## src/hw/rv_defines.svh

```systemverilog
`ifndef RV_DEFINES_SVH
`define RV_DEFINES_SVH

////////////////////////////////////////////////////////////
// core widths
////////////////////////////////////////////////////////////

// data and address width
`define XLEN 32

// register index, 32 integer registers
`define REG_ADDR_W 5

// base instructions only, no compressed
`define INSTR_W 32

////////////////////////////////////////////////////////////
// reset
////////////////////////////////////////////////////////////

`define RESET_PC 32'h0000_0000   // first fetch address

`endif

```

## src/hw/rvPkg.sv

```systemverilog
`include "rv_defines.svh"

package rvPkg;

  // major opcodes of the supported subset
  typedef enum logic [6:0] {
    OP     = 7'b0110011,
    OP_IMM = 7'b0010011,
    LUI    = 7'b0110111,
    LOAD   = 7'b0000011,
    STORE  = 7'b0100011,
    BRANCH = 7'b1100011,
    JAL    = 7'b1101111
  } opcodeE;

  typedef enum logic [2:0] {
    ADD    = 3'd0,
    SUB    = 3'd1,
    AND    = 3'd2,
    OR     = 3'd3,
    XOR    = 3'd4,
    SLT    = 3'd5,
    PASS_B = 3'd6   // lui, immediate straight through
  } aluOpE;

  ////////////////////////////////////////////////////////////
  // records between units
  ////////////////////////////////////////////////////////////

  typedef struct packed {
    logic  regWrite;
    logic  memRead;
    logic  memWrite;
    logic  branch;
    logic  branchNe;   // bne when set, beq otherwise
    logic  jump;
    logic  useImm;
    aluOpE aluOp;
  } ctrlT;

  typedef struct packed {
    logic [`REG_ADDR_W-1:0] rs1D;
    logic [`REG_ADDR_W-1:0] rs2D;
    logic [`REG_ADDR_W-1:0] rdE;
    logic                   memReadE;
  } hazardInfoT;

  typedef struct packed {
    logic             taken;
    logic [`XLEN-1:0] target;
  } redirectT;

  typedef struct packed {
    logic                   valid;
    logic [`XLEN-1:0]       pc;
    logic [`REG_ADDR_W-1:0] rd;
    logic                   regWrite;
    logic                   memRead;
    logic                   memWrite;
    logic [`XLEN-1:0]       aluResult;   // address for loads and stores, link for jal
    logic [`XLEN-1:0]       storeData;
  } exMemT;

  typedef struct packed {
    logic                   valid;
    logic [`REG_ADDR_W-1:0] rd;
    logic                   regWrite;
    logic [`XLEN-1:0]       data;
  } fwdT;

  typedef struct packed {
    logic                   valid;
    logic [`XLEN-1:0]       pc;
    logic [`REG_ADDR_W-1:0] rd;
    logic                   regWrite;
    logic [`XLEN-1:0]       data;
  } retireT;

  typedef struct packed {
    logic             valid;
    logic             write;
    logic [`XLEN-1:0] adr;
    logic [`XLEN-1:0] wdata;
  } dmemReqT;

endpackage

```

## src/hw/execUnit.sv

```systemverilog
`include "rv_defines.svh"

module execUnit import rvPkg::*; (
  input  logic                clk,
  input  logic                rst,
  input  logic                stallE,
  input  logic                flushE,
  input  logic [`INSTR_W-1:0] instrD,
  input  logic [`XLEN-1:0]    pcD,
  input  logic                validD,
  output hazardInfoT          hazardInfo,
  output redirectT            redirect,
  output exMemT               exMem,
  input  fwdT                 fwdM,
  input  retireT              retireW
);

  ////////////////////////////////////////////////////////////
  // decode
  ////////////////////////////////////////////////////////////

  opcodeE                 opD;
  logic [2:0]             funct3D;
  logic [6:0]             funct7D;
  logic [`REG_ADDR_W-1:0] rs1D;
  logic [`REG_ADDR_W-1:0] rs2D;
  logic [`REG_ADDR_W-1:0] rdD;
  ctrlT                   ctrlD;
  logic [`XLEN-1:0]       immD;
  logic                   legalD;

  assign opD     = opcodeE'(instrD[6:0]);
  assign funct3D = instrD[14:12];
  assign funct7D = instrD[31:25];
  assign rs1D    = instrD[19:15];
  assign rs2D    = instrD[24:20];
  assign rdD     = instrD[11:7];

  always_comb begin
    ctrlD       = '0;
    ctrlD.aluOp = ADD;
    immD        = '0;
    legalD      = 1'b0;
    case (opD)
      OP: begin
        ctrlD.regWrite = 1'b1;
        legalD = (funct7D == 7'b0000000) || (funct7D == 7'b0100000 && funct3D == 3'b000);
        case (funct3D)
          3'b000:  ctrlD.aluOp = funct7D[5] ? SUB : ADD;
          3'b010:  ctrlD.aluOp = SLT;
          3'b100:  ctrlD.aluOp = XOR;
          3'b110:  ctrlD.aluOp = OR;
          3'b111:  ctrlD.aluOp = AND;
          default: legalD = 1'b0;
        endcase
      end
      OP_IMM: begin
        immD           = {{20{instrD[31]}}, instrD[31:20]};
        ctrlD.regWrite = 1'b1;
        ctrlD.useImm   = 1'b1;
        legalD         = 1'b1;
        case (funct3D)
          3'b000:  ctrlD.aluOp = ADD;
          3'b100:  ctrlD.aluOp = XOR;
          3'b110:  ctrlD.aluOp = OR;
          3'b111:  ctrlD.aluOp = AND;
          default: legalD = 1'b0;   // slti and shifts not in the subset
        endcase
      end
      LUI: begin
        immD           = {instrD[31:12], 12'b0};
        ctrlD.regWrite = 1'b1;
        ctrlD.useImm   = 1'b1;
        ctrlD.aluOp    = PASS_B;
        legalD         = 1'b1;
      end
      LOAD: begin
        immD           = {{20{instrD[31]}}, instrD[31:20]};
        ctrlD.regWrite = 1'b1;
        ctrlD.memRead  = 1'b1;
        ctrlD.useImm   = 1'b1;
        legalD         = (funct3D == 3'b010);   // lw only
      end
      STORE: begin
        immD           = {{20{instrD[31]}}, instrD[31:25], instrD[11:7]};
        ctrlD.memWrite = 1'b1;
        ctrlD.useImm   = 1'b1;
        legalD         = (funct3D == 3'b010);
      end
      BRANCH: begin
        immD = {{19{instrD[31]}}, instrD[31], instrD[7], instrD[30:25], instrD[11:8], 1'b0};
        ctrlD.branch   = 1'b1;
        ctrlD.branchNe = funct3D[0];
        legalD         = (funct3D[2:1] == 2'b00);   // beq, bne
      end
      JAL: begin
        immD = {{11{instrD[31]}}, instrD[31], instrD[19:12], instrD[20], instrD[30:21], 1'b0};
        ctrlD.regWrite = 1'b1;
        ctrlD.jump     = 1'b1;
        legalD         = 1'b1;
      end
      default: legalD = 1'b0;
    endcase
    // illegal words pass through as no-ops
    if (!validD || !legalD) begin
      ctrlD.regWrite = 1'b0;
      ctrlD.memRead  = 1'b0;
      ctrlD.memWrite = 1'b0;
      ctrlD.branch   = 1'b0;
      ctrlD.jump     = 1'b0;
    end
    if (rdD == '0) begin
      ctrlD.regWrite = 1'b0;   // x0 writes dropped here
    end
  end

  ////////////////////////////////////////////////////////////
  // register file
  ////////////////////////////////////////////////////////////

  logic [`XLEN-1:0] regFile [32];
  logic [`XLEN-1:0] rs1ValD;
  logic [`XLEN-1:0] rs2ValD;
  logic             wbWrite;

  assign wbWrite = retireW.valid && retireW.regWrite;

  always_ff @(posedge clk) begin
    if (wbWrite) begin
      regFile[retireW.rd] <= retireW.data;
    end
  end

  // writeback bypassed into the read, x0 reads as zero
  assign rs1ValD = (rs1D == '0) ? '0 :
                   (wbWrite && retireW.rd == rs1D) ? retireW.data : regFile[rs1D];
  assign rs2ValD = (rs2D == '0) ? '0 :
                   (wbWrite && retireW.rd == rs2D) ? retireW.data : regFile[rs2D];

  ////////////////////////////////////////////////////////////
  // decode to execute register
  ////////////////////////////////////////////////////////////

  ctrlT                   ctrlE;
  logic                   validE;
  logic [`XLEN-1:0]       pcE;
  logic [`XLEN-1:0]       immE;
  logic [`XLEN-1:0]       rs1ValE;
  logic [`XLEN-1:0]       rs2ValE;
  logic [`REG_ADDR_W-1:0] rs1E;
  logic [`REG_ADDR_W-1:0] rs2E;
  logic [`REG_ADDR_W-1:0] rdE;
  logic [`XLEN-1:0]       srcA;
  logic [`XLEN-1:0]       srcB;
  logic [`XLEN-1:0]       aluB;
  logic [`XLEN-1:0]       aluOut;
  logic [`XLEN-1:0]       linkE;
  logic                   operandsEq;

  always_ff @(posedge clk) begin
    if (rst || flushE) begin
      validE <= 1'b0;
      ctrlE  <= '0;
    end else if (!stallE) begin
      validE <= validD;
      ctrlE  <= ctrlD;
    end
  end

  always_ff @(posedge clk) begin
    if (!stallE) begin
      pcE     <= pcD;
      immE    <= immD;
      rs1E    <= rs1D;
      rs2E    <= rs2D;
      rdE     <= rdD;
      rs1ValE <= rs1ValD;
      rs2ValE <= rs2ValD;
    end else begin
      // held during a memory wait, writeback drains meanwhile
      rs1ValE <= srcA;
      rs2ValE <= srcB;
    end
  end

  ////////////////////////////////////////////////////////////
  // execute
  ////////////////////////////////////////////////////////////

  // regWrite already implies a nonzero rd
  function automatic logic [`XLEN-1:0] fwdOperand(
    input logic [`REG_ADDR_W-1:0] rs,
    input logic [`XLEN-1:0]       regVal,
    input fwdT                    mem,
    input retireT                 wb
  );
    if (mem.valid && mem.regWrite && mem.rd == rs) begin
      return mem.data;
    end else if (wb.valid && wb.regWrite && wb.rd == rs) begin
      return wb.data;
    end
    return regVal;
  endfunction

  assign srcA = fwdOperand(rs1E, rs1ValE, fwdM, retireW);
  assign srcB = fwdOperand(rs2E, rs2ValE, fwdM, retireW);
  assign aluB = ctrlE.useImm ? immE : srcB;

  always_comb begin
    case (ctrlE.aluOp)
      ADD:     aluOut = srcA + aluB;
      SUB:     aluOut = srcA - aluB;
      AND:     aluOut = srcA & aluB;
      OR:      aluOut = srcA | aluB;
      XOR:     aluOut = srcA ^ aluB;
      SLT:     aluOut = {{(`XLEN-1){1'b0}}, $signed(srcA) < $signed(aluB)};
      PASS_B:  aluOut = aluB;
      default: aluOut = '0;
    endcase
  end

  assign operandsEq = (srcA == srcB);
  assign linkE      = pcE + 'd4;

  assign redirect.taken  = validE &&
                           (ctrlE.jump || (ctrlE.branch && (operandsEq != ctrlE.branchNe)));
  assign redirect.target = pcE + immE;

  assign exMem.valid     = validE;
  assign exMem.pc        = pcE;
  assign exMem.rd        = rdE;
  assign exMem.regWrite  = ctrlE.regWrite;
  assign exMem.memRead   = ctrlE.memRead;
  assign exMem.memWrite  = ctrlE.memWrite;
  assign exMem.aluResult = ctrlE.jump ? linkE : aluOut;
  assign exMem.storeData = srcB;

  assign hazardInfo.rs1D     = rs1D;
  assign hazardInfo.rs2D     = rs2D;
  assign hazardInfo.rdE      = rdE;
  assign hazardInfo.memReadE = ctrlE.memRead;

endmodule

```

## src/hw/fetchUnit.sv

```systemverilog
`include "rv_defines.svh"

module fetchUnit import rvPkg::*; (
  input  logic                clk,
  input  logic                rst,
  input  logic                stallF,
  input  logic                stallD,
  input  logic                flushD,
  input  redirectT            redirect,
  output logic [`XLEN-1:0]    imemAdr,
  input  logic [`INSTR_W-1:0] imemData,
  output logic [`INSTR_W-1:0] instrD,
  output logic [`XLEN-1:0]    pcD,
  output logic                validD
);

  logic [`XLEN-1:0] pcF;
  logic [`XLEN-1:0] pcNextF;

  // not-taken prediction, execute overrides
  assign pcNextF = redirect.taken ? redirect.target : pcF + 'd4;
  assign imemAdr = pcF;   // read is asynchronous

  always_ff @(posedge clk) begin
    if (rst) begin
      pcF <= `RESET_PC;
    end else if (!stallF) begin
      pcF <= pcNextF;
    end
  end

  ////////////////////////////////////////////////////////////
  // fetch to decode register
  ////////////////////////////////////////////////////////////

  always_ff @(posedge clk) begin
    if (rst || flushD) begin
      validD <= 1'b0;   // wrong path or empty slot
    end else if (!stallD) begin
      validD <= 1'b1;
    end
  end

  always_ff @(posedge clk) begin
    if (!stallD) begin
      instrD <= imemData;
      pcD    <= pcF;
    end
  end

endmodule

```

## src/hw/hazardUnit.sv

```systemverilog
`include "rv_defines.svh"

module hazardUnit import rvPkg::*; (
  input  hazardInfoT hazardInfo,
  input  redirectT   redirect,
  input  logic       memStall,
  output logic       stallF,
  output logic       stallD,
  output logic       stallE,
  output logic       stallM,
  output logic       flushD,
  output logic       flushE,
  output logic       flushW
);

  logic loadUse;

  // load result not ready for the next instruction
  assign loadUse = hazardInfo.memReadE && (hazardInfo.rdE != '0) &&
                   (hazardInfo.rdE == hazardInfo.rs1D || hazardInfo.rdE == hazardInfo.rs2D);

  always_comb begin
    {stallF, stallD, stallE, stallM} = 4'b0000;
    {flushD, flushE, flushW}         = 3'b000;
    if (memStall) begin
      {stallF, stallD, stallE, stallM} = 4'b1111;   // whole pipe holds
      flushW = 1'b1;
    end else if (redirect.taken) begin
      flushD = 1'b1;   // wrong-path fetch and decode
      flushE = 1'b1;
    end else if (loadUse) begin
      stallF = 1'b1;
      stallD = 1'b1;
      flushE = 1'b1;   // bubble into execute
    end
  end

endmodule

```

## src/hw/loadStoreUnit.sv

```systemverilog
`include "rv_defines.svh"

module loadStoreUnit import rvPkg::*; (
  input  logic             clk,
  input  logic             rst,
  input  logic             stallM,
  input  logic             flushW,
  input  exMemT            exMem,
  output dmemReqT          dmemReq,
  input  logic             dmemReady,
  input  logic [`XLEN-1:0] dmemRdata,
  output logic             memStall,
  output fwdT              fwdM,
  output retireT           retireW
);

  exMemT exM;         // memory stage
  logic  memAccess;

  always_ff @(posedge clk) begin
    if (rst) begin
      exM.valid <= 1'b0;
    end else if (!stallM) begin
      exM <= exMem;
    end
  end

  ////////////////////////////////////////////////////////////
  // data port
  ////////////////////////////////////////////////////////////

  assign memAccess = exM.valid && (exM.memRead || exM.memWrite);

  // fields come straight from the held stage register
  assign dmemReq.valid = memAccess;
  assign dmemReq.write = exM.memWrite;
  assign dmemReq.adr   = exM.aluResult;
  assign dmemReq.wdata = exM.storeData;

  assign memStall = memAccess && !dmemReady;   // waiting for ready

  assign fwdM.valid    = exM.valid;
  assign fwdM.rd       = exM.rd;
  assign fwdM.regWrite = exM.regWrite;
  assign fwdM.data     = exM.aluResult;

  // writeback register, empty while the port waits
  always_ff @(posedge clk) begin
    if (rst || flushW) begin
      retireW.valid <= 1'b0;
    end else begin
      retireW.valid    <= exM.valid;
      retireW.pc       <= exM.pc;
      retireW.rd       <= exM.rd;
      retireW.regWrite <= exM.regWrite;
      retireW.data     <= exM.memRead ? dmemRdata : exM.aluResult;
    end
  end

endmodule

```

## src/hw/rvCore.sv

```systemverilog
`include "rv_defines.svh"

module rvCore import rvPkg::*; (
  input  logic                clk,
  input  logic                rst,
  output logic [`XLEN-1:0]    imemAdr,
  input  logic [`INSTR_W-1:0] imemData,
  output dmemReqT             dmemReq,
  input  logic                dmemReady,
  input  logic [`XLEN-1:0]    dmemRdata,
  output retireT              retire
);

  logic                stallF;
  logic                stallD;
  logic                stallE;
  logic                stallM;
  logic                flushD;
  logic                flushE;
  logic                flushW;
  logic                memStall;
  logic [`INSTR_W-1:0] instrD;
  logic [`XLEN-1:0]    pcD;
  logic                validD;
  redirectT            redirect;
  hazardInfoT          hazardInfo;
  exMemT               exMem;
  fwdT                 fwdM;

  // pc and fetch/decode register
  fetchUnit fetch (.clk, .rst, .stallF, .stallD, .flushD, .redirect,
    .imemAdr, .imemData, .instrD, .pcD, .validD);

  // decode, register file, alu and branch resolution
  execUnit exec (.clk, .rst, .stallE, .flushE,
    .instrD, .pcD, .validD,
    .hazardInfo, .redirect, .exMem,
    .fwdM, .retireW(retire));

  // memory and writeback stages
  loadStoreUnit lsu (.clk, .rst, .stallM, .flushW,
    .exMem, .dmemReq, .dmemReady, .dmemRdata,
    .memStall, .fwdM, .retireW(retire));

  ////////////////////////////////////////////////////////////
  // stall and flush control
  ////////////////////////////////////////////////////////////

  hazardUnit hzu (.hazardInfo, .redirect, .memStall,
    .stallF, .stallD, .stallE, .stallM,
    .flushD, .flushE, .flushW);

endmodule

```

## config.mk

```make
export PLATFORM = sky130hd
export DESIGN_NAME = rvCore
export DESIGN_NICKNAME = d
export VERILOG_FILES = /design/src/hw/rvPkg.sv /design/src/hw/execUnit.sv /design/src/hw/fetchUnit.sv /design/src/hw/hazardUnit.sv /design/src/hw/loadStoreUnit.sv /design/src/hw/rvCore.sv
export VERILOG_INCLUDE_DIRS = /design/src /design/src/hw
export SDC_FILE = /design/constraint.sdc
export NUM_CORES = 2
export LEC_CHECK = 0
export ABC_CLOCK_PERIOD_IN_PS = 9730
export BUFFER_PORTS_ARGS = -buffer_cell sky130_fd_sc_hd__buf_2
export CAP_MARGIN = 20
export CELL_PAD_IN_SITES_DETAIL_PLACEMENT = 1
export CELL_PAD_IN_SITES_GLOBAL_PLACEMENT = 1
export CORE_MARGIN = 2
export CORE_UTILIZATION = 37
export CTS_CLUSTER_DIAMETER = 200
export DETAILED_ROUTE_END_ITERATION = 8
export HOLD_SLACK_MARGIN = 0.03
export PLACE_DENSITY_LB_ADDON = 0.1
export SKIP_CTS_REPAIR_TIMING = 1
export SYNTH_ARGS = -nofsm -noshare
export SYNTH_HDL_FRONTEND = slang
export SYNTH_SLANG_ARGS = --single-unit
```

## constraint.sdc

```tcl
create_clock -name clk -period 9.73 [get_ports clk]
set_clock_uncertainty 0.1 [all_clocks]
set_input_delay 1.946 -clock clk [delete_from_list [all_inputs] [get_ports clk]]
set_output_delay 1.946 -clock clk [all_outputs]
set_load 0.005 [all_outputs]
```

# Word level (Yosys, flattened, before mapping)
# Memories as Yosys holds them, arrays and structs flattened. A register that Yosys moved wholly into a read port is not among the register bits.
# Cells that the tools add are included.
# classes
muxes	50
add_sub_neg	5
n_lt_le_gt_ge	1
eq_ne	28
bitwise	5
reduce_logical	42
# ops
op	count
$mux W32	16
$pmux W32 S7	1
$pmux W32 S5	1
$add A32 B3 Y32 const B	2
$add A32 B32 Y32	2
$eq A5 B5 Y1	8
$and A32 B32 Y32	1
$eq A32 B32 Y1	1
$lt A32 B32 Y1	1
$or A32 B32 Y32	1
$sub A32 B32 Y32	1
$xor A32 B32 Y32	1
$eq A7 B6 Y1 const B	4
$mux W1	24
$eq A3 B3 Y1 const B	6
$pmux W3 S3	2
$logic_and A1 B1 Y1	15
$logic_not A5 Y1	3
$pmux W3 S5	1
$eq A7 B7 Y1 const B	2
$mux W5	2
$reduce_or A5 Y1	2
$eq A3 B2 Y1 const B	3
$logic_or A1 B1 Y1	8
16 further kinds	23
# totals
memories	1
mem_bits_rw	1024
reg_bits	427
output_inout_bits	169
# mem_list
name	words	word_bits	rd	rd_ports_with_merged_regs	wr	line	source
exec.regFile	32	32	2	2	1	execUnit.sv:121	logic [`XLEN-1:0] regFile [32];

# Depth between registers and ports, before layout
# depth
ltp_word	13
mapped_depth	27
ltp_nobuf	23

# Modules after synthesis
# Synthesis repeated with hierarchy kept, for this count alone.
# hier_totals
hier_cells	4874
area_unflattened_um2	73585.6
# by_module_without_submodules
module	cells_each	n_inst	seq_area_each_um2	area_per_inst_um2
execUnit	4163	1	34623.2	62651.3
loadStoreUnit	324	1	5265.0	6638.9
fetchUnit	361	1	2582.5	4110.2
hazardUnit	26	1	0.0	185.2

# Worst setup path after synthesis
# No wires, ideal clock.
# synth_path
kind	input port to flip-flop
startpoint	in dmemReady
endpoint	reg fetch.pcF[27] (netlist: fetch.imemAdr[27])
t_arrival_ns	6.515
stages	7
n_path_buf	1
setup_time_ns	0.084
setup_slack_ns	3.031
path_cell_list	nor2_1 > inv_1 > clkbuf_1 > nand2_1 > inv_1 > a32oi_1 > o21ai_0
# synth_between
elab_chain_cells	3
# synth_lines
element	line	source
start, declared	rvCore.sv:9	input logic dmemReady,
$logic_not A1 Y1	loadStoreUnit.sv:40	assign memStall = memAccess && !dmemReady;
$logic_and A1 B1 Y1	loadStoreUnit.sv:40	
$mux W1	hazardUnit.sv:25	if (memStall) begin
end signal, assigned	fetchUnit.sv:26	pcF <= `RESET_PC;
end signal, assigned	fetchUnit.sv:28	pcF <= pcNextF;
end, declared	fetchUnit.sv:17	logic [`XLEN-1:0] pcF;
# No other way between the ends.
# A chain may end at the register's enable or synchronous reset.

==> impl_metrics.tcl <==
set metrics [dict create \
    clkPwrFrac_pct 37.4 \
    final-seq-area_um2 42700 \
    path_cells "xnor2_1 -> and4_4 -> nand2_2 -> buf_4 -> mux2i_1 -> a21oi_1 -> mux2i_1 -> inv_1 -> ha_1 -> a21oi_1 -> o21ai_0 -> a31oi_1 -> a2bb2oi_1 -> a21o_1 -> a221o_1 -> a211o_1 -> and3_1 -> or4_1 -> a21oi_1 -> xor2_1 -> o31ai_1" \
    p_leak_nw 29.2 \
    status "finished, final reports clean" \
    holdWs_ns 0.311 \
    fillers 19500 \
    cap_viol_max_count 0 \
    antenna_found_initial 12 \
    worst_pin_slew_ns 1.19 \
    timing.fmax_mhz 144 \
    netSwitchingFraction_pct 28.9 \
    yosys.area_share.adder_pct 2.51 \
    row_count 163 \
    pre_cts_ws_ns 2.77 \
    synth-async-reset-ratio_pct 0 \
    clockRootBuffer "clkbuf_16" \
    utilization_pct 42.3 \
    first_global_vias 47800 \
    multi_input_area_um2 29300 \
    cp_data_required_time_ns 10.19 \
    chipHeight_um 451 \
    combPwrFrac_pct 17.5 \
    drc 0 \
    synth_compound_area_share_pct 7.58 \
    power_mw 16.9 \
    post-route-min-period_ns 6.93 \
    post-route-cell-area_um2 83600 \
    synthFlopType "edfxtp_1" \
    synthMuxAreaShare_pct 22.3 \
    ff2ff_path_depth 21 \
    worstHoldPathCells 0 \
    drive_gt1_share_pct 28.1 \
    fin_cells 7688 \
    finalSetupViolCount 0 \
    ant_nets 0 \
    nets 5121 \
    coreArea_um2 198000 \
    htree_levels 4 \
    slowest_delay_ns 0.60 \
    yosysWarnings 0 \
    drtIter0Drc 4612 \
    port_buffers 235 \
    hpwl_mm 176 \
    synth_xor_area_share_pct 1.93 \
    place_congestion 0.884 \
    synth_fp_nets 4949 \
    min_path_type "register to register" \
    grt_pass1_wl_mm 382 \
    seq_power_share_pct 45.1 \
    p_sw_mw 4.89 \
    place_inst 7374 \
    cp_max_fo 30 \
    cpMostUsedCell "a21oi_1" \
    clock-sinks 1461 \
    cp.arrival_ns 7.40 \
    syn_avg_cell_area_um2 15.6 \
    cp_slowest_cell "edfxtp_1" \
    clk_pin_slew_ns 0.06 \
    area_growth_pct 13.3 \
    intPower_mw 12.0 \
    finalHoldViolCount 0 \
    grt_max_degree 124 \
    synth-simple-area-share_pct 4.80 \
    dr.pass1.iters 5 \
    dr_total_vias 46800 \
    syn_inst 4735 \
    cts_tree "built" \
    cts_buffers 170 \
    place_area_um2 78200 \
    start_kind "register" \
    vdd_drop_max_mv 0.209 \
    grtUsageTotal_pct 26.6 \
    path_class "register to register" \
    gr-total-overflow 0 \
    synth-edff-count 1341 \
    io_pins 236 \
    timing.final.ws_setup_ns 2.80 \
    max_slew_margin_pct 20.0 \
    slew_violations 0 \
    powerDensity_nw_per_um2 202 \
    rsz0062_at_grt "no" \
    fin_setup_tns_ns 0 \
    netlist_area_um2 73900 \
    ys_ff_latch 1461 \
    via_per_inst 6.09 \
    cp-end-kind "register" \
    period_share_pct 71.3 \
    wl_per_cell_um 35.4 \
    start_util_pct 37.3 \
    routed_wl_mm 272 \
    dieArea_um2 203000 \
    clock_path_buffers 3 \
    synth_top_family_by_area "multiplexers" \
    insertion_delay_ns 0.84 \
    yosysSeqAreaShare_pct 57.8 \
    die_x_um 451 \
    ys_types 91 \
]
==> final cells by class <==
type | instances | area share, %
sequential | 1461 | 51.1
multi-input combinational | 2752 | 35.0
clock buffer | 225 | 5.47
tap | 2640 | 3.95
timing repair buffer | 388 | 2.88
clock inverter | 87 | 1.03
inverter | 134 | 0.618
antenna | 1 | 0.00299
==> worst max-delay path, delay by kind of cell, from the launching register on <==
family,cells,cell delay (ns)
mux,2,0.82
buf+inv,2,0.64
compound gates,10,2.71
flops,1,0.60
fa+ha+maj,1,0.44
simple gates,4,0.90
xor+xnor,2,0.42
==> kinds of logic (layout without fill, tap and decap cells) <==
logic type,after synthesis,after routing
buf+inv,522,834
simple gates,758,758
fa+ha+maj,147,147
xor+xnor,160,160
other cells,0,1
mux,838,838
compound gates,849,849
flops,1461,1461
==> cells in the final DEF, fill, tap and decap left out, types with 17 or more instances in the layout <==
cell       Yosys  final
a221o_1       40     40
a31oi_1       27     26
o22ai_1       63     63
mux2i_1      149    149
clkbuf_16      0    172
mux4_2       640    640
nand2_1      271    271
o21ai_0      224    223
clkinv_1       0     20
dfxtp_1      120    109
nor3_1        47     45
a22o_1        17     17
inv_1        133    131
ha_1         145    145
edfxtp_1    1341   1341
a21oi_1      175    175
nor2_4         2     35
clkinv_2       0     34
buf_2         13    235
and3_1        20     20
o21bai_1      22     22
o221ai_1      42     42
nor2_1       195    158
xor2_1        35     35
clkbuf_1     229     46
a221oi_1      42     42
nand3_1       74     72
mux2_2        39     39
nor4_1        19     19
xnor2_1      122    122
a21o_1        58     58
nand4_1       20     20
nor2b_1       21     19
a22oi_1       38     38
buf_4         72    147
==> registers in the layout, indices dropped and copies added, names as in the netlist, 5 cells and up, named ones only <==
| name | count |
|---|---|
| lsu.exM | 33 |
| fetch.pcD | 32 |
| exec.pcE | 32 |
| fetch.instrD | 32 |
| exec.rs2E | 5 |
| lsu.retireW | 71 |
| exec.rs2ValE | 32 |
| exec.ctrlE | 7 |
| exec.rs1ValE | 32 |
| exec.regFile | 1024 |
| lsu.dmemReq | 65 |
| fetch.imemAdr | 32 |
| exec.immE | 32 |
| exec.rdE | 5 |
| exec.rs1E | 5 |
| lsu.fwdM | 7 |
==> metal layers <==
layer	global-route usage (%)	up-vias	share of wire [%]
li1	-	19500	-
met1	37.0	25500	43
met2	42.9	1506	48
met3	3.66	349	5.4
met4	8.93	2	3.5
met5	0	-	0.0048
==> cells in the mapped netlist, types with 71 or more instances <==
library cell	n	area, um2
a21oi_1	175	876
buf_1	71	267
buf_4	72	541
clkbuf_1	229	860
dfxtp_1	120	2400
edfxtp_1	1341	40300
ha_1	145	1810
inv_1	133	499
mux2i_1	149	1490
mux4_2	640	14400
nand2_1	271	1020
nand3_1	74	370
nor2_1	195	732
o21ai_0	224	1120
xnor2_1	122	1070
==> worst paths after layout <==
| kind | from | end | slack (ns) |
|---|---|---|---|
| setup / recovery | lsu.retireW[37]$_DFFE_PP_ | lsu.dmemReq[63]$_DFFE_PP_ | 2.80 |
| hold / removal | fetch.pcD[14]$_DFFE_PN_ | exec.pcE[14]$_DFFE_PN_ | 0.31 |
| setup reg to reg | lsu.retireW[37]$_DFFE_PP_ | lsu.dmemReq[63]$_DFFE_PP_ | 2.80 |
| hold reg to reg | fetch.pcD[14]$_DFFE_PN_ | exec.pcE[14]$_DFFE_PN_ | 0.31 |
==> power by group through the flow <==
| stage | clock (mW) | combinational (mW) | sequential, mW |
|---|---|---|---|
| after floorplan | 0 | 1.85 | 7.62 |
| after global routing | 6.67 | 3.18 | 7.64 |
| final | 6.33 | 2.96 | 7.64 |
| after CTS | 6.45 | 2.94 | 7.64 |
| after detailed placement | 0 | 2.93 | 7.76 |
| after global placement | 0 | 2.91 | 7.77 |
Power figures use the tool's default switching activity.
